**src/rtl/dbus_pkg.sv**
```systemverilog
package dbus_pkg;

    localparam int NCORES    = 4;
    localparam int XLEN      = 32;
    localparam int STRB_W    = XLEN / 8;
    localparam int MEM_WORDS = 256;
    localparam int CORE_W    = $clog2(NCORES);
    localparam int WADDR_W   = $clog2(MEM_WORDS);
    localparam int OFFS_W    = $clog2(STRB_W);

    localparam logic [1:0] ST_IDLE   = 2'd0;
    localparam logic [1:0] ST_CHECK  = 2'd1; // reservation check
    localparam logic [1:0] ST_ACCESS = 2'd2;

    localparam logic [1:0] RSV_SET = 2'd0; // lr
    localparam logic [1:0] RSV_SC  = 2'd1;
    localparam logic [1:0] RSV_CLR = 2'd2; // plain store

    typedef logic [CORE_W-1:0]  core_idx_t;
    typedef logic [WADDR_W-1:0] word_addr_t;

    typedef struct packed {
        logic              valid;
        logic              we;
        logic              lr;
        logic              sc;    // sc is a write with this flag set
        logic [XLEN-1:0]   addr;
        logic [XLEN-1:0]   wdata;
        logic [STRB_W-1:0] wstrb;
    } core_req_t;

    typedef struct packed {
        logic              re;
        logic              we;
        word_addr_t        addr;
        logic [XLEN-1:0]   wdata;
        logic [STRB_W-1:0] wstrb;
    } mem_port_t;

    typedef struct packed {
        logic      valid;
        core_idx_t core;
    } lane_pick_t;

    typedef struct packed {
        logic            valid;
        logic [1:0]      kind;
        core_idx_t       core;
        logic [XLEN-1:0] addr;
    } rsv_op_t;

    typedef union packed {
        logic [XLEN-1:0] load;
        struct packed {
            logic [XLEN-2:0] pad;
            logic            fail; // 0 on success
        } sc;
    } rsp_word_u;

endpackage

```
**src/rtl/dbus_req_slots.sv**
```systemverilog
`timescale 1ns/1ps

module dbus_req_slots (
    input  logic                                       clk_i,
    input  logic                                       rst_i,
    input  dbus_pkg::core_req_t [dbus_pkg::NCORES-1:0] req_i,
    input  logic [dbus_pkg::NCORES-1:0]                release_i,
    output logic [dbus_pkg::NCORES-1:0]                pend_o,
    output dbus_pkg::core_req_t [dbus_pkg::NCORES-1:0] slot_o,
    output logic [dbus_pkg::NCORES-1:0]                busy_o
);
    import dbus_pkg::*;

    logic [NCORES-1:0]      held_q;
    logic [NCORES-1:0]      fly1_q; // lane in access
    logic [NCORES-1:0]      fly2_q; // read data cycle
    logic [NCORES-1:0]      take;
    core_req_t [NCORES-1:0] data_q;

    assign busy_o = held_q | fly1_q | fly2_q;
    assign pend_o = held_q;

    always_comb begin
        for (int k = 0; k < NCORES; k++) begin
            take[k]         = req_i[k].valid && !busy_o[k];
            slot_o[k]       = data_q[k];
            slot_o[k].valid = held_q[k];
        end
    end

    always_ff @(posedge clk_i) begin
        if (rst_i) begin
            held_q <= '0;
            fly1_q <= '0;
            fly2_q <= '0;
        end else begin
            held_q <= (held_q & ~release_i) | take;
            fly1_q <= release_i;
            fly2_q <= fly1_q;
        end
    end

    always_ff @(posedge clk_i) begin
        for (int k = 0; k < NCORES; k++) begin
            if (take[k]) begin
                data_q[k] <= req_i[k];
            end
        end
    end

endmodule

```
**config.mk**
```make
export PLATFORM = sky130hd
export DESIGN_NAME = dbus_req_slots
export DESIGN_NICKNAME = d
export VERILOG_FILES = /design/src/rtl/dbus_pkg.sv /design/src/rtl/dbus_req_slots.sv
export SDC_FILE = /design/constraint.sdc
export NUM_CORES = 1
export LEC_CHECK = 0
export ABC_AREA = 1
export ABC_CLOCK_PERIOD_IN_PS = 3010
export BUFFER_PORTS_ARGS = -buffer_cell sky130_fd_sc_hd__buf_2
export CORE_AREA = 2 2 232 234
export DETAILED_ROUTE_END_ITERATION = 8
export DIE_AREA = 0 0 234 236
export PLACE_DENSITY = 0.36
export SLEW_MARGIN = 10
export SYNTH_ARGS = -nofsm -noshare
export SYNTH_HDL_FRONTEND = slang
export SYNTH_SLANG_ARGS = --single-unit
```
**constraint.sdc**
```tcl
create_clock -name clk_i -period 3.01 [get_ports clk_i]
set_clock_uncertainty 0.2 [all_clocks]
set_input_delay 0.4515 -clock clk_i [delete_from_list [all_inputs] [get_ports clk_i]]
set_output_delay 0.4515 -clock clk_i [all_outputs]
set_load 0.1 [all_outputs]
```
==> reports/metrics.csv <==
metric;value;unit
yosysTopAreaCellShare;0.947;
finalPower;11.7;mW
syn_area_per_cell;26.2;um^2
post_cts_resize_count;0;
row_count;85;
die_area;55200;um^2
hp-class;input pin to register;
yosys_warnings;0;
hold_viol;0;
via_per_inst;3.39;
grt_max_degree;48;
drtIter0Drc;217;
tightest_slew;0.649;ns
routed_wl;31300;um
worst_slack;0.839;ns
ioPinCount;590;
final-setup-viol-count;0;
htree_num_levels;2;
slew_violations;0;
syn_area;9000;um^2
clockBufferDepth;3;
reg2reg_depth;4;
synth_cells;344;
synth_area_leaders;edfxtp_1 95%, dfxtp_1 2.7%, inv_1 0.63%;
holdPathStages;3;
start_kind;register;
grt_pass1_vias;7299;
vias;6746;
p_leak;7.06;nW
cts_tree;built;
fmax;461;MHz
timing.final.crit_period;2.17;ns
gp_congestion;0.764;
cp_max_fo;4;
synth_area_leader_cell;edfxtp_1;
holdWs;0.0592;ns
cts.clk_slew.worst_paths;0.05;ns
worstPathRequired;2.36;ns
antenna_found_initial;4;
synth_seq_cells;296;
io_buffers;589;
synthDistinctLibCells;12;
fillers;5308;
drive_above_1_share;0.511;
root_buffer;clkbuf_16;
grt_usage;0.108;
arrival;1.52;ns
syn-num-nets;638;
drv_cap;0;
wl_per_cell;15.7;um
cts_buffers;36;
drc_errors;0;
seq_area_frac_synth;0.974;
syn2layout_area_growth;88.8;%
cts.sinks;296;
dp_hpwl;23500;um
cts_setup_buffers;0;
core_area;53100;um^2
initial_core_util;0.170;
grt-ovfl-total;0;
rsz0062_at_grt;no;
critical_path_class;register to output port;
grt_pass1_wl;44100;um
vdd_ir_drop_max;0.447;mV
postRouteAntennaNets;0;
end_kind;output port;
drt_pass1_iterations;4;
powerDensity;688;nW/um^2
fin_nets;1559;
die_h;236;um
status;finished clean;
fin_setup_tns;0;ns
clk_latency;0.53;ns
min_period_over_period;0.721;
dieWidth;234;um
max-slew-margin-rel;0.570;
ctsHoldBuffers;290;
pre_cts_slack;0.916;ns
[through the flow]
| stage | area (um^2) | cells | util |
|---|---|---|---|
| 6_report | 17000 | 1991 | 0.320 |
| 5_1_grt | 17000 | 1990 | 0.320 |
| 4_1_cts | 17000 | 1988 | 0.320 |
| 3_5_place_dp | 12900 | 1633 | 0.244 |
| 3_3_place_gp | 12900 | 1633 | 0.244 |
| 2_1_floorplan | 9010 | 344 | - |
[power breakdown]
| part | switching [mW] | internal [mW] | total, mW |
|---|---|---|---|
| sequential | 0.0574 | 4.81 | 4.87 |
| combinational | 2.06 | 0.561 | 2.62 |
| clock | 1.67 | 2.53 | 4.20 |
[cell usage in the layout, fill, tap and decap left out, types with 3 or more instances in the layout]
| cell | instances |
|---|---|
| edfxtp_1 | 284 |
| buf_2 | 589 |
| clkinv_1 | 3 |
| dfxtp_1 | 12 |
| nand2_1 | 8 |
| clkbuf_16 | 38 |
| clkbuf_8 | 5 |
| buf_12 | 6 |
| clkinv_2 | 4 |
| clkbuf_1 | 12 |
| diode_2 | 3 |
| nor2_2 | 4 |
| nor2_1 | 8 |
| buf_4 | 3 |
| inv_1 | 11 |
| dlygate4sd3_1 | 290 |
| clkinvlp_4 | 3 |
[cells by family (layout without fill, tap and decap cells)]
logic type,after synthesis,after routing,synth area share
flops,296,296,0.974
simple gates,24,24,0.0128
buf+inv,20,968,0.0101
compound gates,4,4,0.00306
other cells,0,3,0
[per-layer routing]
metal,track usage,vias up,share of wire
li1,-,3194,-
met1,0.114,3147,0.37
met2,0.192,348,0.50
met3,0.0435,55,0.099
met4,0.0364,2,0.027
met5,0,-,0.00051
[sequential cells by signal, indices dropped and copies added, names as in the netlist]
name / flops
slot_o: 284
fly1_q: 4
fly2_q: 4
pend_o: 4
[final cells by class]
type                       instances  area (um^2)  share of cell area
multi-input combinational         28          143             0.00839
antenna                            3         7.51            0.000442
inverter                          15         61.3             0.00361
sequential                       296         8770               0.516
clock buffer                      55         1060              0.0626
clock inverter                    10         87.6             0.00515
tap                              696          871              0.0512
timing repair buffer             888         5990               0.353
[worst max-delay path, stage by stage, from the launching register on]
cell     delay, ns
dfxtp_1       0.39
nor2_2        0.06
nand2_1       0.10
buf_2         0.44
[path summary, 6_finish.rpt]
check,start,to,slack [ns]
worst min register to register,fly1_q[1],fly2_q[1],0.21
worst min-delay path,req_i[143],pend_o[1],0.06
worst max-delay path,pend_o[2],busy_o[2],0.84
worst max register to register,pend_o[2],slot_o[152],1.07
[Yosys cell counts]
master and count:
a21oi_1 2, a21oi_2 2, buf_2 1, buf_4 4
dfxtp_1 12, edfxtp_1 284, inv_1 15, nand2_1 8
nand3_1 2, nand3_2 2, nor2_1 8, nor2_2 4
Power figures use the tool's default switching activity.
