===== src/rtl/dbus_pkg.sv =====
package dbus_pkg;

    localparam int NCORES    = 4;
    localparam int XLEN      = 32;
    localparam int STRB_W    = XLEN / 8;
    localparam int MEM_WORDS = 256;
    localparam int CORE_W    = $clog2(NCORES);
    localparam int WADDR_W   = $clog2(MEM_WORDS);
    localparam int OFFS_W    = $clog2(STRB_W);

    localparam logic [1:0] ST_IDLE   = 2'd0;
    localparam logic [1:0] ST_CHECK  = 2'd1; // reservation check
    localparam logic [1:0] ST_ACCESS = 2'd2;

    localparam logic [1:0] RSV_SET = 2'd0; // lr
    localparam logic [1:0] RSV_SC  = 2'd1;
    localparam logic [1:0] RSV_CLR = 2'd2; // plain store

    typedef logic [CORE_W-1:0]  core_idx_t;
    typedef logic [WADDR_W-1:0] word_addr_t;

    typedef struct packed {
        logic              valid;
        logic              we;
        logic              lr;
        logic              sc;    // sc is a write with this flag set
        logic [XLEN-1:0]   addr;
        logic [XLEN-1:0]   wdata;
        logic [STRB_W-1:0] wstrb;
    } core_req_t;

    typedef struct packed {
        logic              re;
        logic              we;
        word_addr_t        addr;
        logic [XLEN-1:0]   wdata;
        logic [STRB_W-1:0] wstrb;
    } mem_port_t;

    typedef struct packed {
        logic      valid;
        core_idx_t core;
    } lane_pick_t;

    typedef struct packed {
        logic            valid;
        logic [1:0]      kind;
        core_idx_t       core;
        logic [XLEN-1:0] addr;
    } rsv_op_t;

    typedef union packed {
        logic [XLEN-1:0] load;
        struct packed {
            logic [XLEN-2:0] pad;
            logic            fail; // 0 on success
        } sc;
    } rsp_word_u;

endpackage


===== src/rtl/dbus_rr_arbiter.sv =====
`timescale 1ns/1ps

module dbus_rr_arbiter (
    input  dbus_pkg::core_idx_t        ptr_i,
    input  logic [dbus_pkg::NCORES-1:0] pend_i,
    input  logic [1:0]                 lane_free_i,
    input  dbus_pkg::lane_pick_t [1:0] owner_i,
    output dbus_pkg::lane_pick_t       pick_a_o,
    output dbus_pkg::lane_pick_t       pick_b_o
);
    import dbus_pkg::*;

    logic [NCORES-1:0] elig;
    lane_pick_t        first;
    lane_pick_t        second;

    always_comb begin
        for (int k = 0; k < NCORES; k++) begin
            elig[k] = pend_i[k];
            for (int l = 0; l < 2; l++) begin
                if (owner_i[l].valid && owner_i[l].core == core_idx_t'(k)) begin
                    elig[k] = 1'b0; // already held by a busy lane
                end
            end
        end
    end

    always_comb begin : scan
        core_idx_t idx;
        first  = '0;
        second = '0;
        for (int i = 0; i < NCORES; i++) begin
            idx = core_idx_t'((int'(ptr_i) + i) % NCORES);
            if (elig[idx]) begin
                if (!first.valid) begin
                    first.valid = 1'b1;
                    first.core  = idx;
                end else if (!second.valid) begin
                    second.valid = 1'b1;
                    second.core  = idx;
                end
            end
        end
    end

    always_comb begin
        pick_a_o = '0;
        pick_b_o = '0;
        if (lane_free_i[0]) begin
            pick_a_o = first;
            if (lane_free_i[1]) begin
                pick_b_o = second;
            end
        end else if (lane_free_i[1]) begin
            pick_b_o = first; // lane a busy, b takes the head
        end
    end

endmodule


===== config.mk =====
export PLATFORM = sky130hd
export DESIGN_NAME = dbus_rr_arbiter
export DESIGN_NICKNAME = d
export VERILOG_FILES = /design/src/rtl/dbus_pkg.sv /design/src/rtl/dbus_rr_arbiter.sv
export SDC_FILE = /design/constraint.sdc
export NUM_CORES = 1
export LEC_CHECK = 0
export ABC_AREA = 0
export CAP_MARGIN = 25
export CORE_AREA = 10 10 47 49
export DETAILED_ROUTE_END_ITERATION = 16
export DIE_AREA = 0 0 57 59
export DONT_BUFFER_PORTS = 1
export PLACE_DENSITY = 0.69
export SYNTH_ARGS = -nofsm -noshare
export SYNTH_HDL_FRONTEND = slang
export SYNTH_SLANG_ARGS = --single-unit

===== constraint.sdc =====
create_clock -name vclk -period 2.55
set_clock_uncertainty 0.05 [all_clocks]
set_input_delay 0.255 -clock vclk [all_inputs]
set_output_delay 0.255 -clock vclk [all_outputs]
set_load 0.005 [all_outputs]

==> impl_metrics.ini <==
[worst_setup_path]
critPathRequiredTime_ns = 2.25
cells_along_the_critical_path = or3b_1, and3_4, o21ai_0, o21ai_0, ha_1, mux2i_1, a21oi_2, a32o_1
critical_path_peak_fanout = 12
path_buf_inv = 0
path_delay_family = compound AO/OA/AOI/OAI gates
timing.critical_path.from_type = primary input
critical_path.slowest_cell = sky130_fd_sc_hd__or3b_1
max_stage_delay_ns = 0.41
arrival_ns = 2.01
timing.critical_path.to_type = output port
crit_path_frequent_cell = sky130_fd_sc_hd__o21ai_0
crit_type = in -> out

[power_and_ir_drop]
static-leakage-power_nw = 0.2250
ir_worst_vdd_uv = 101.1
powerDensity_nw_per_um2 = 203.2

[synth]
synth_largest_type_area_fraction_pct = 7.940
synthesis.yosys.warnings = 0
synth_seq_area_share_pct = 0
synthDistinctLibCells = 40
netlist_area_before_placement_um2 = 661.9
yosys.area_share.adder_pct = 3.781
syn_avg_cell_area_um2 = 6.186
post_synthesis_share_of_cell_area_spent_on_and_or_nand_and_nor_gates_pct = 40.26
synth.net_count = 123
synthesis.instances = 107
xor_xnor_cell_area_share_of_the_yosys_netlist_pct = 2.647
synth_top_family_by_area = compound AO/OA/AOI/OAI gates
post_synth_mux_area_share_pct = 3.592
compound_gate_portion_of_the_synthesized_area_pct = 41.40
yosys-top-cells-area = sky130_fd_sc_hd__nand2_1 (7.9%), sky130_fd_sc_hd__a21oi_1 (7.6%), sky130_fd_sc_hd__nand3_1 (7.6%)
synth_top_area_cell = sky130_fd_sc_hd__nand2_1

[placed_design]
finalWeightedCongestion = 0.9449
port_buffers = 0
dpl-instance-area_um2 = 649.4
post-dp-hpwl_um = 1519

[grt]
first_global_vias = 797
grt_pass1_wl_um = 3312
antenna_found_initial = 0
grt_max_degree = 21
track_usage_pct = 10.95
global_route.overflow_total = 0

[floorplan]
num_rows = 14
die-area_um2 = 3363
effective_utilization_at_floorplan_pct = 47.23
coreArea_um2 = 1401
fp.dieH_um = 59
dieWidth_um = 57
ioPinCount = 20

[clock_network]
holdBufCountCts = 0
post-cts-setup-buffers = 0
cts_resized = 0

[routing]
ant_nets = 0
via_count = 815
detailedRoute.firstPassIterationCount = 4
routed_wl_um = 2014
avgViaCountPerCell = 7.026
drt_iter0_markers = 38
drc = 0
wl_per_cell_um = 17.36

[layout]
clock_buffer_count = 0
area_growth_pct = -1.890
mostFrequentLayoutCell = sky130_fd_sc_hd__nand2_1
drive_above_1_share_pct = 6.000
layout.cell_area.non_filler_um2 = 649.4
area.sequential_um2 = 0
design.seq.count = 0
nets = 118
final_cell_mix = sky130_fd_sc_hd__nand2_1 (14), sky130_fd_sc_hd__nand3_1 (10), sky130_fd_sc_hd__a21oi_1 (10), sky130_fd_sc_hd__o21ai_0 (6), sky130_fd_sc_hd__nor2_1 (6)
layout.filler_cells = 155
final_antenna_diode_count = 0

[sta]
min_period_over_period_pct = 90.85
hold_violations = 0
relSlewSlack_pct = 71.63
rsz0062_at_grt = no
timing.setup.tns_ns = 0
report.final.setup_viol = 0
tightestPinTransition_ns = 0.4256
maxSlewViolCount = 0
layout_min_cycle_time_ns = 2.317
max_freq_mhz = 431.7

[worst_hold_path]
holdCritPathClass = in -> out

[job]
max-cap-violations = 0

[outcome]
outcome = completed
[per-stage QoR]
stage	utilization, %	setup WS, ns	hold slack (ns)	instances	power [W]
after global placement	46.34	0.3016	0.5887	116	0.0001274
after detailed placement	46.34	0.2284	0.5839	116	0.0001302
final	46.34	0.2333	0.5774	116	0.0001320
after global routing	46.34	0.1425	0.5923	116	0.0001462
after CTS	46.34	0.2307	0.5839	116	0.0001308
after floorplan	-	0.2794	0.5703	107	0.0001170
[cell usage after synthesis (all sizes together)]
| master | instances |
|---|---|
| o2111ai | 3 |
| a21boi | 1 |
| a32o | 2 |
| and3 | 5 |
| a311oi | 2 |
| a211oi | 2 |
| nand2b | 2 |
| o32ai | 1 |
| xnor2 | 2 |
| clkbuf | 3 |
| nand3 | 11 |
| o32a | 1 |
| a32oi | 1 |
| a31oi | 2 |
| o31ai | 1 |
| or3 | 1 |
| or3b | 2 |
| o22a | 1 |
| nor2b | 1 |
| ha | 2 |
| inv | 2 |
| a22oi | 1 |
| o221ai | 1 |
| buf | 6 |
| nand2 | 14 |
| nand3b | 4 |
| mux2i | 2 |
| a21oi | 11 |
| a311o | 1 |
| nor2 | 6 |
| and2 | 2 |
| nor3 | 2 |
| o22ai | 1 |
| o21ai | 8 |
[layer usage]
metal / part of all wire [%] / wire length, um / global-route usage [%] / up-vias
met3: 10 / 210 / 2.790 / 2
li1: - / - / - / 402
met2: 50 / 1010 / 21.55 / 42
met5: 0 / 0 / 0 / -
met1: 38 / 775 / 11.33 / 369
met4: 0.84 / 17 / 2.013 / 0
[cell families (layout without fill, tap and decap cells)]
logic type | after synthesis | count (layout)
AO/OA/AOI/OAI | 40 | 40
buffers and inverters | 11 | 4
XOR/XNOR | 2 | 2
adder cells (fa/ha/maj) | 2 | 2
multiplexers | 2 | 2
AND/OR/NAND/NOR | 50 | 50
[layout make-up]
cell class	instances	area [um2]	share of cell area (%)
Timing Repair Buffer	2	15.01	2.312
Multi-Input combinational cell	96	606.8	93.45
Tap cell	16	20.02	3.083
Inverter	2	7.507	1.156
[power by group]
group / internal [W] / leakage (nW) / switching (W) / total [W]
Clock: 0 / 0 / 0 / 0
Sequential: 0 / 0 / 0 / 0
Combinational: 0.0000546 / 0.225 / 0.0000774 / 0.000132
[worst paths after layout]
path,start,end,slack (ns),cells past startpoint
worst max-delay path,owner_i[4],pick_b_o[0],0.23,8
worst min-delay path,lane_free_i[0],pick_a_o[1],0.58,1
Power figures use the tool's default switching activity.
