<file path="config.mk">
export PLATFORM = sky130hd
export DESIGN_NAME = dbus_lane_ctrl
export DESIGN_NICKNAME = d
export VERILOG_FILES = /design/src/rtl/dbus_pkg.sv /design/src/rtl/dbus_lane_ctrl.sv
export SDC_FILE = /design/constraint.sdc
export NUM_CORES = 1
export LEC_CHECK = 0
export BUFFER_PORTS_ARGS = -buffer_cell sky130_fd_sc_hd__buf_2
export CORE_AREA = 2 2 265 267
export CTS_BUF_LIST = sky130_fd_sc_hd__clkbuf_4
export DETAILED_ROUTE_END_ITERATION = 10
export DIE_AREA = 0 0 267 269
export GPL_ROUTABILITY_DRIVEN = 0
export HOLD_SLACK_MARGIN = 0.12
export PLACE_DENSITY = 0.47
export REMOVE_ABC_BUFFERS = 1
export SYNTH_ARGS = -nofsm -noshare
export SYNTH_HDL_FRONTEND = slang
export SYNTH_SLANG_ARGS = --single-unit
</file>
<file path="constraint.sdc">
create_clock -name clk_i -period 3.65 [get_ports clk_i]
set_input_delay 0.1825 -clock clk_i [delete_from_list [all_inputs] [get_ports clk_i]]
set_output_delay 0.1825 -clock clk_i [all_outputs]
set_load 0.01 [all_outputs]
</file>
<file path="src/rtl/dbus_pkg.sv">
package dbus_pkg;

    localparam int NCORES    = 4;
    localparam int XLEN      = 32;
    localparam int STRB_W    = XLEN / 8;
    localparam int MEM_WORDS = 256;
    localparam int CORE_W    = $clog2(NCORES);
    localparam int WADDR_W   = $clog2(MEM_WORDS);
    localparam int OFFS_W    = $clog2(STRB_W);

    localparam logic [1:0] ST_IDLE   = 2'd0;
    localparam logic [1:0] ST_CHECK  = 2'd1; // reservation check
    localparam logic [1:0] ST_ACCESS = 2'd2;

    localparam logic [1:0] RSV_SET = 2'd0; // lr
    localparam logic [1:0] RSV_SC  = 2'd1;
    localparam logic [1:0] RSV_CLR = 2'd2; // plain store

    typedef logic [CORE_W-1:0]  core_idx_t;
    typedef logic [WADDR_W-1:0] word_addr_t;

    typedef struct packed {
        logic              valid;
        logic              we;
        logic              lr;
        logic              sc;    // sc is a write with this flag set
        logic [XLEN-1:0]   addr;
        logic [XLEN-1:0]   wdata;
        logic [STRB_W-1:0] wstrb;
    } core_req_t;

    typedef struct packed {
        logic              re;
        logic              we;
        word_addr_t        addr;
        logic [XLEN-1:0]   wdata;
        logic [STRB_W-1:0] wstrb;
    } mem_port_t;

    typedef struct packed {
        logic      valid;
        core_idx_t core;
    } lane_pick_t;

    typedef struct packed {
        logic            valid;
        logic [1:0]      kind;
        core_idx_t       core;
        logic [XLEN-1:0] addr;
    } rsv_op_t;

    typedef union packed {
        logic [XLEN-1:0] load;
        struct packed {
            logic [XLEN-2:0] pad;
            logic            fail; // 0 on success
        } sc;
    } rsp_word_u;

endpackage

</file>
<file path="src/rtl/dbus_lane_ctrl.sv">
`timescale 1ns/1ps

module dbus_lane_ctrl (
    input  logic                                       clk_i,
    input  logic                                       rst_i,
    input  dbus_pkg::lane_pick_t                       pick_a_i,
    input  dbus_pkg::lane_pick_t                       pick_b_i,
    input  dbus_pkg::core_req_t [dbus_pkg::NCORES-1:0] slot_i,
    input  logic [1:0]                                 sc_ok_i,
    input  logic [1:0][dbus_pkg::XLEN-1:0]             rdata_i,
    output dbus_pkg::core_idx_t                        ptr_o,
    output dbus_pkg::lane_pick_t [1:0]                 owner_o,
    output logic [1:0]                                 lane_free_o,
    output logic [dbus_pkg::NCORES-1:0]                release_o,
    output dbus_pkg::rsv_op_t [1:0]                    rsv_op_o,
    output dbus_pkg::mem_port_t [1:0]                  port_o,
    output logic [dbus_pkg::NCORES-1:0]                rsp_valid_o,
    output dbus_pkg::rsp_word_u [dbus_pkg::NCORES-1:0] rsp_data_o
);
    import dbus_pkg::*;

    lane_pick_t [1:0]       pick;
    logic [1:0][1:0]        state_q;
    logic [1:0][1:0]        state_d;
    core_idx_t [1:0]        core_q;
    core_req_t [1:0]        req_q;
    lane_pick_t [1:0]       ret_q;
    logic [1:0]             ret_we_q;
    logic [1:0]             ret_sc_q;
    logic [1:0]             ret_fail_q;
    core_idx_t              ptr_q;
    core_idx_t              ptr_d;
    logic [NCORES-1:0]      rsp_vd;
    rsp_word_u [NCORES-1:0] rsp_d;

    function automatic core_idx_t next_core(core_idx_t c);
        return (c == core_idx_t'(NCORES - 1)) ? '0 : c + 1'b1;
    endfunction

    assign pick[0] = pick_a_i;
    assign pick[1] = pick_b_i;
    assign ptr_o   = ptr_q;

    always_comb begin
        release_o = '0;
        ptr_d     = ptr_q;
        for (int l = 0; l < 2; l++) begin
            state_d[l] = state_q[l];
            case (state_q[l])
                ST_IDLE: begin
                    if (pick[l].valid) begin
                        if (slot_i[pick[l].core].we || slot_i[pick[l].core].lr) begin
                            state_d[l] = ST_CHECK;
                        end else begin
                            state_d[l]              = ST_ACCESS; // plain load
                            release_o[pick[l].core] = 1'b1;
                        end
                    end
                end
                ST_CHECK: begin
                    state_d[l]           = ST_ACCESS;
                    release_o[core_q[l]] = 1'b1;
                end
                ST_ACCESS: begin
                    state_d[l] = ST_IDLE;
                    ptr_d      = next_core(core_q[l]); // lane b overrides when both finish
                end
                default: state_d[l] = ST_IDLE;
            endcase

            owner_o[l].valid  = (state_q[l] != ST_IDLE);
            owner_o[l].core   = core_q[l];
            lane_free_o[l]    = (state_q[l] == ST_IDLE);
            rsv_op_o[l].valid = (state_q[l] == ST_CHECK);
            rsv_op_o[l].kind  = req_q[l].lr ? RSV_SET : (req_q[l].sc ? RSV_SC : RSV_CLR);
            rsv_op_o[l].core  = core_q[l];
            rsv_op_o[l].addr  = req_q[l].addr;
            port_o[l].re      = (state_q[l] == ST_ACCESS) && !req_q[l].we;
            port_o[l].we      = (state_q[l] == ST_ACCESS) && req_q[l].we
                                && (!req_q[l].sc || sc_ok_i[l]); // failed sc never writes
            port_o[l].addr    = req_q[l].addr[OFFS_W +: WADDR_W];
            port_o[l].wdata   = req_q[l].wdata;
            port_o[l].wstrb   = req_q[l].wstrb;
        end
    end

    always_comb begin
        for (int k = 0; k < NCORES; k++) begin
            rsp_vd[k] = 1'b0;
            rsp_d[k]  = '0;
            for (int l = 0; l < 2; l++) begin
                if (ret_q[l].valid && ret_q[l].core == core_idx_t'(k)) begin
                    rsp_vd[k] = 1'b1;
                    if (ret_sc_q[l]) begin
                        rsp_d[k].sc.fail = ret_fail_q[l];
                    end else if (!ret_we_q[l]) begin
                        rsp_d[k].load = rdata_i[l];
                    end
                end
            end
        end
    end

    always_ff @(posedge clk_i) begin
        if (rst_i) begin
            state_q     <= {ST_IDLE, ST_IDLE};
            ptr_q       <= '0;
            ret_q       <= '0;
            rsp_valid_o <= '0;
        end else begin
            state_q     <= state_d;
            ptr_q       <= ptr_d;
            rsp_valid_o <= rsp_vd;
            for (int l = 0; l < 2; l++) begin
                ret_q[l].valid <= (state_q[l] == ST_ACCESS);
                ret_q[l].core  <= core_q[l];
            end
        end
    end

    always_ff @(posedge clk_i) begin
        for (int l = 0; l < 2; l++) begin
            if (state_q[l] == ST_IDLE && pick[l].valid) begin
                core_q[l] <= pick[l].core;
                req_q[l]  <= slot_i[pick[l].core];
            end
            ret_we_q[l]   <= req_q[l].we;
            ret_sc_q[l]   <= req_q[l].sc;
            ret_fail_q[l] <= !sc_ok_i[l];
        end
        rsp_data_o <= rsp_d;
    end

endmodule

</file>
==> impl_results.md <==
* Buf/Inv on CP at 4
* Status: complete, no violations
* # resized after CTS at 0
* Die width at 267 microns
* Top post-synthesis cells by area: edfxtp_1, mux4_2, dfxtp_1
* Vias per inst at 4.40
* Cell taking the most area after synthesis: edfxtp_1
* Seq/Total Area, Yosys at 51.7%
* FF-to-FF End: rsp_data_o[25]$_DFF_P_
* CP Launch Type: input pin
* Total Wirelength at 67.0 mm
* #FFs+latches synth at 296
* Clock power share at 36.6%
* Layout cell share with drive strength beyond 1 at 46.6%
* # fillers at 7,031
* DRT iter0 DRCs at 899
* Switching share of power at 28.1%
* CTS tree: yes
* Post-route DRC at 0
* Final Hold Fails at 0
* TNS Setup at 0 ps
* Clock slew at reported path FFs at 60 ps
* Setup WS pre-CTS at 1270 ps
* P_sw at 0.00245 W
* Gate power share at 19.7%
* Crit path launch: pick_a_i[0]
* Delay of the slowest critical-path stage at 640 ps
* Setup violations, final at 0
* Reg2reg start: ret_q[5]$_SDFF_PP0_
* Sequential Power Share at 43.7%
* Clk sink count at 296
* R2r worst-path depth at 5
* Cell area power density at 379 nW/um^2
* Critical-path cell list: dlygate4sd3_1, buf_6, mux4_2, dlygate4sd3_1, nor2_1, a21oi_1, dlygate4sd3_1, nor3_1
* # hold bufs at CTS at 430
* WP data arrival at 3740 ps
* Worst slew pin tran at 1050 ps
* Crit. End Element: flop
* Synth Area per Inst at 13.5 sq um
* CP required at 4360 ps
* VDD IR max at 0.188 mV
* Largest fanout on the critical path at 57
* Core Box Area at 69,300 sq um
* Final Cycle Share at 82.8%
* Half-perimeter wire length after placement at 49.2 mm
* Antenna violations before repair at 45
* Post-route worst setup slack at 626 ps
* Most used cell, CP: dlygate4sd3_1
* WL per Instance at 21.9 microns
* Clock skew at 87.0 ps
* Die Y at 269 microns
* Crit path to: state_q[1]$_SDFFE_PP0P_
* # port buffers at 669
* Synthesized cell area at 14,300 sq um
* Root Buffer: clkbuf_4
* Max Fclk at 331 MHz
* Netlist cell types at 35
* Flop-to-flop setup slack at 1000 ps
* Slew Limit Fails at 0
* Setup CP Type: input pin to flop
* GRT overflow at 0
* Clock Path Buffers at 3
* Io pins at 674
* Warning count from the yosys run at 0
* Total CTS buffers at 87
* Pint at 0.00628 W
* Row cnt at 97
* Tot GR Track Use at 17.8%
* Stages on worst setup path at 8
* Slew margin rel. at 30.3%
* HP Class: input pin to flop
* Die area at 71,800 sq um
* H-Tree Depth at 3
* Area grow syn2layout at 60.9%
* Via count at 13,473
* Antenna viol nets, final at 0
* First-pass GRT wire length at 92.2 mm
* Clock Latency Late Sink at 810 ps
* Period minus WS final at 3020 ps
* DR pass1 iterations at 5
* Max-cap violations at 0
* Pin count of the biggest net entering global routing at 58
* Vias in the first global route at 13,905
* RSZ-0062 raised after global routing: no
* Synth Instances at 1,059
* Cell family with most CP delay: buffers and inverters
* Initial Util at 20.6%
* CP max stage cell: buf_6
* Share of the synthesized area in the top cell type at 30.7%
* Final nets at 2,403
* Post-CTS Setup Inserts at 0
* Lkg Pwr at 9.64 nW
power groups by stage:
stage | clock [W] | sequential (W) | combinational (W)
final | 0.00319 | 0.00382 | 0.00172
after global routing | 0.00350 | 0.00383 | 0.00183
after CTS | 0.00335 | 0.00382 | 0.00172
after detailed placement | 0 | 0.00388 | 0.00125
after global placement | 0 | 0.00388 | 0.00124
after floorplan | 0 | 0.00396 | 0.000419
cell usage in the layout, fill, tap and decap left out, types with 3 or more instances in the layout:
master         count
nor3_1             6
o32ai_1            4
nor2_1            23
ha_1               8
diode_2           25
clkinv_1          19
dfxtp_1          150
o31ai_1          124
clkbuf_4         122
inv_1             12
buf_2            665
nor3_4             4
buf_4             18
dlygate4sd3_1    430
buf_12             3
nand3b_1           5
edfxtp_1         146
nand2_1          158
a21oi_1            8
a22oi_1            5
nor2b_1            5
mux4_2           142
clkinv_2           7
state kept, by name (all words and copies together), names as in the netlist:
name	count
rsv_op_o	48
state_q	4
rsp_data_o	128
req_q	6
rsp_valid_o	4
ret_we_q	2
port_o	88
ptr_o	2
owner_o	4
ret_q	6
ret_fail_q	2
ret_sc_q	2
layer usage:
layer / vias to the layer above / track usage (%) / routed length, microns
li1: 5929 / - / -
met1: 6565 / 18.0 / 23100
met2: 777 / 31.5 / 33300
met3: 190 / 6.51 / 6690
met4: 12 / 10.7 / 3790
met5: - / 0 / 80
worst min-delay path by stage:
stage	startpoint	end	cells after the start
finish	rdata_i[62]	rsp_data_o[94]$_DFF_P_	4
detailed placement	sc_ok_i[0]	ret_fail_q[0]$_DFF_P_	2
global route	rdata_i[38]	rsp_data_o[38]$_DFF_P_	4
global placement	sc_ok_i[0]	ret_fail_q[0]$_DFF_P_	2
CTS	rdata_i[45]	rsp_data_o[45]$_DFF_P_	4
floorplan	rst_i	ret_q[0]$_SDFF_PP0_	1
kinds of logic after synthesis:
family	count (synthesis)	share of synthesized area, %
adder cells (fa/ha/maj)	8	0.700
buffers and inverters	246	10.8
AO/OA/AOI/OAI	149	7.85
flip-flops	296	51.7
AND/OR/NAND/NOR	217	6.51
multiplexers	143	22.5
per-stage QoR:
step	area, sq um	std cells	total power, W	utilization, %	hold WS [ps]
after CTS	22900	3037	0.00888	33.1	122
final	23000	3062	0.00873	33.2	269
after detailed placement	17600	2454	0.00513	25.3	355
after floorplan	12800	826	0.00438	-	249
after global routing	23000	3054	0.00915	33.2	175
after global placement	17600	2454	0.00512	25.3	360
Yosys cell counts:
cell type / number
or3b_1: 2
a21boi_0: 1
nand4_1: 2
buf_2: 22
edfxtp_1: 146
mux2_2: 1
buf_4: 156
nor3_1: 6
a211oi_1: 2
a311oi_1: 1
nand2_1: 158
nor3_2: 4
dfxtp_1: 150
nor2_1: 24
nand3_1: 3
buf_1: 7
buf_6: 1
nor2_4: 1
o31ai_1: 124
a21oi_1: 8
o211ai_1: 2
o32ai_1: 4
and2_1: 1
nand3b_1: 5
nand4b_1: 1
nand3_2: 1
nor3b_1: 2
inv_1: 13
nor2b_1: 5
ha_1: 8
clkbuf_1: 47
o311ai_2: 2
a22oi_1: 5
mux4_2: 142
nand2b_1: 2
worst min-delay path: stages:
cell           delay [ps]
dlygate4sd3_1         540
buf_2                 110
nand2_1                40
o31ai_1                90
layout make-up:
type	count	area, sq um	area share, %
Sequential cell	296	7390	32.1
Tap cell	940	1180	5.11
Multi-Input combinational cell	517	5400	23.5
Timing Repair Buffer	1118	7850	34.1
Clock inverter	31	164	0.712
Clock buffer	122	916	3.98
Antenna cell	25	62.6	0.272
Inverter	13	51.3	0.223
(Power assumes the default switching activity.)
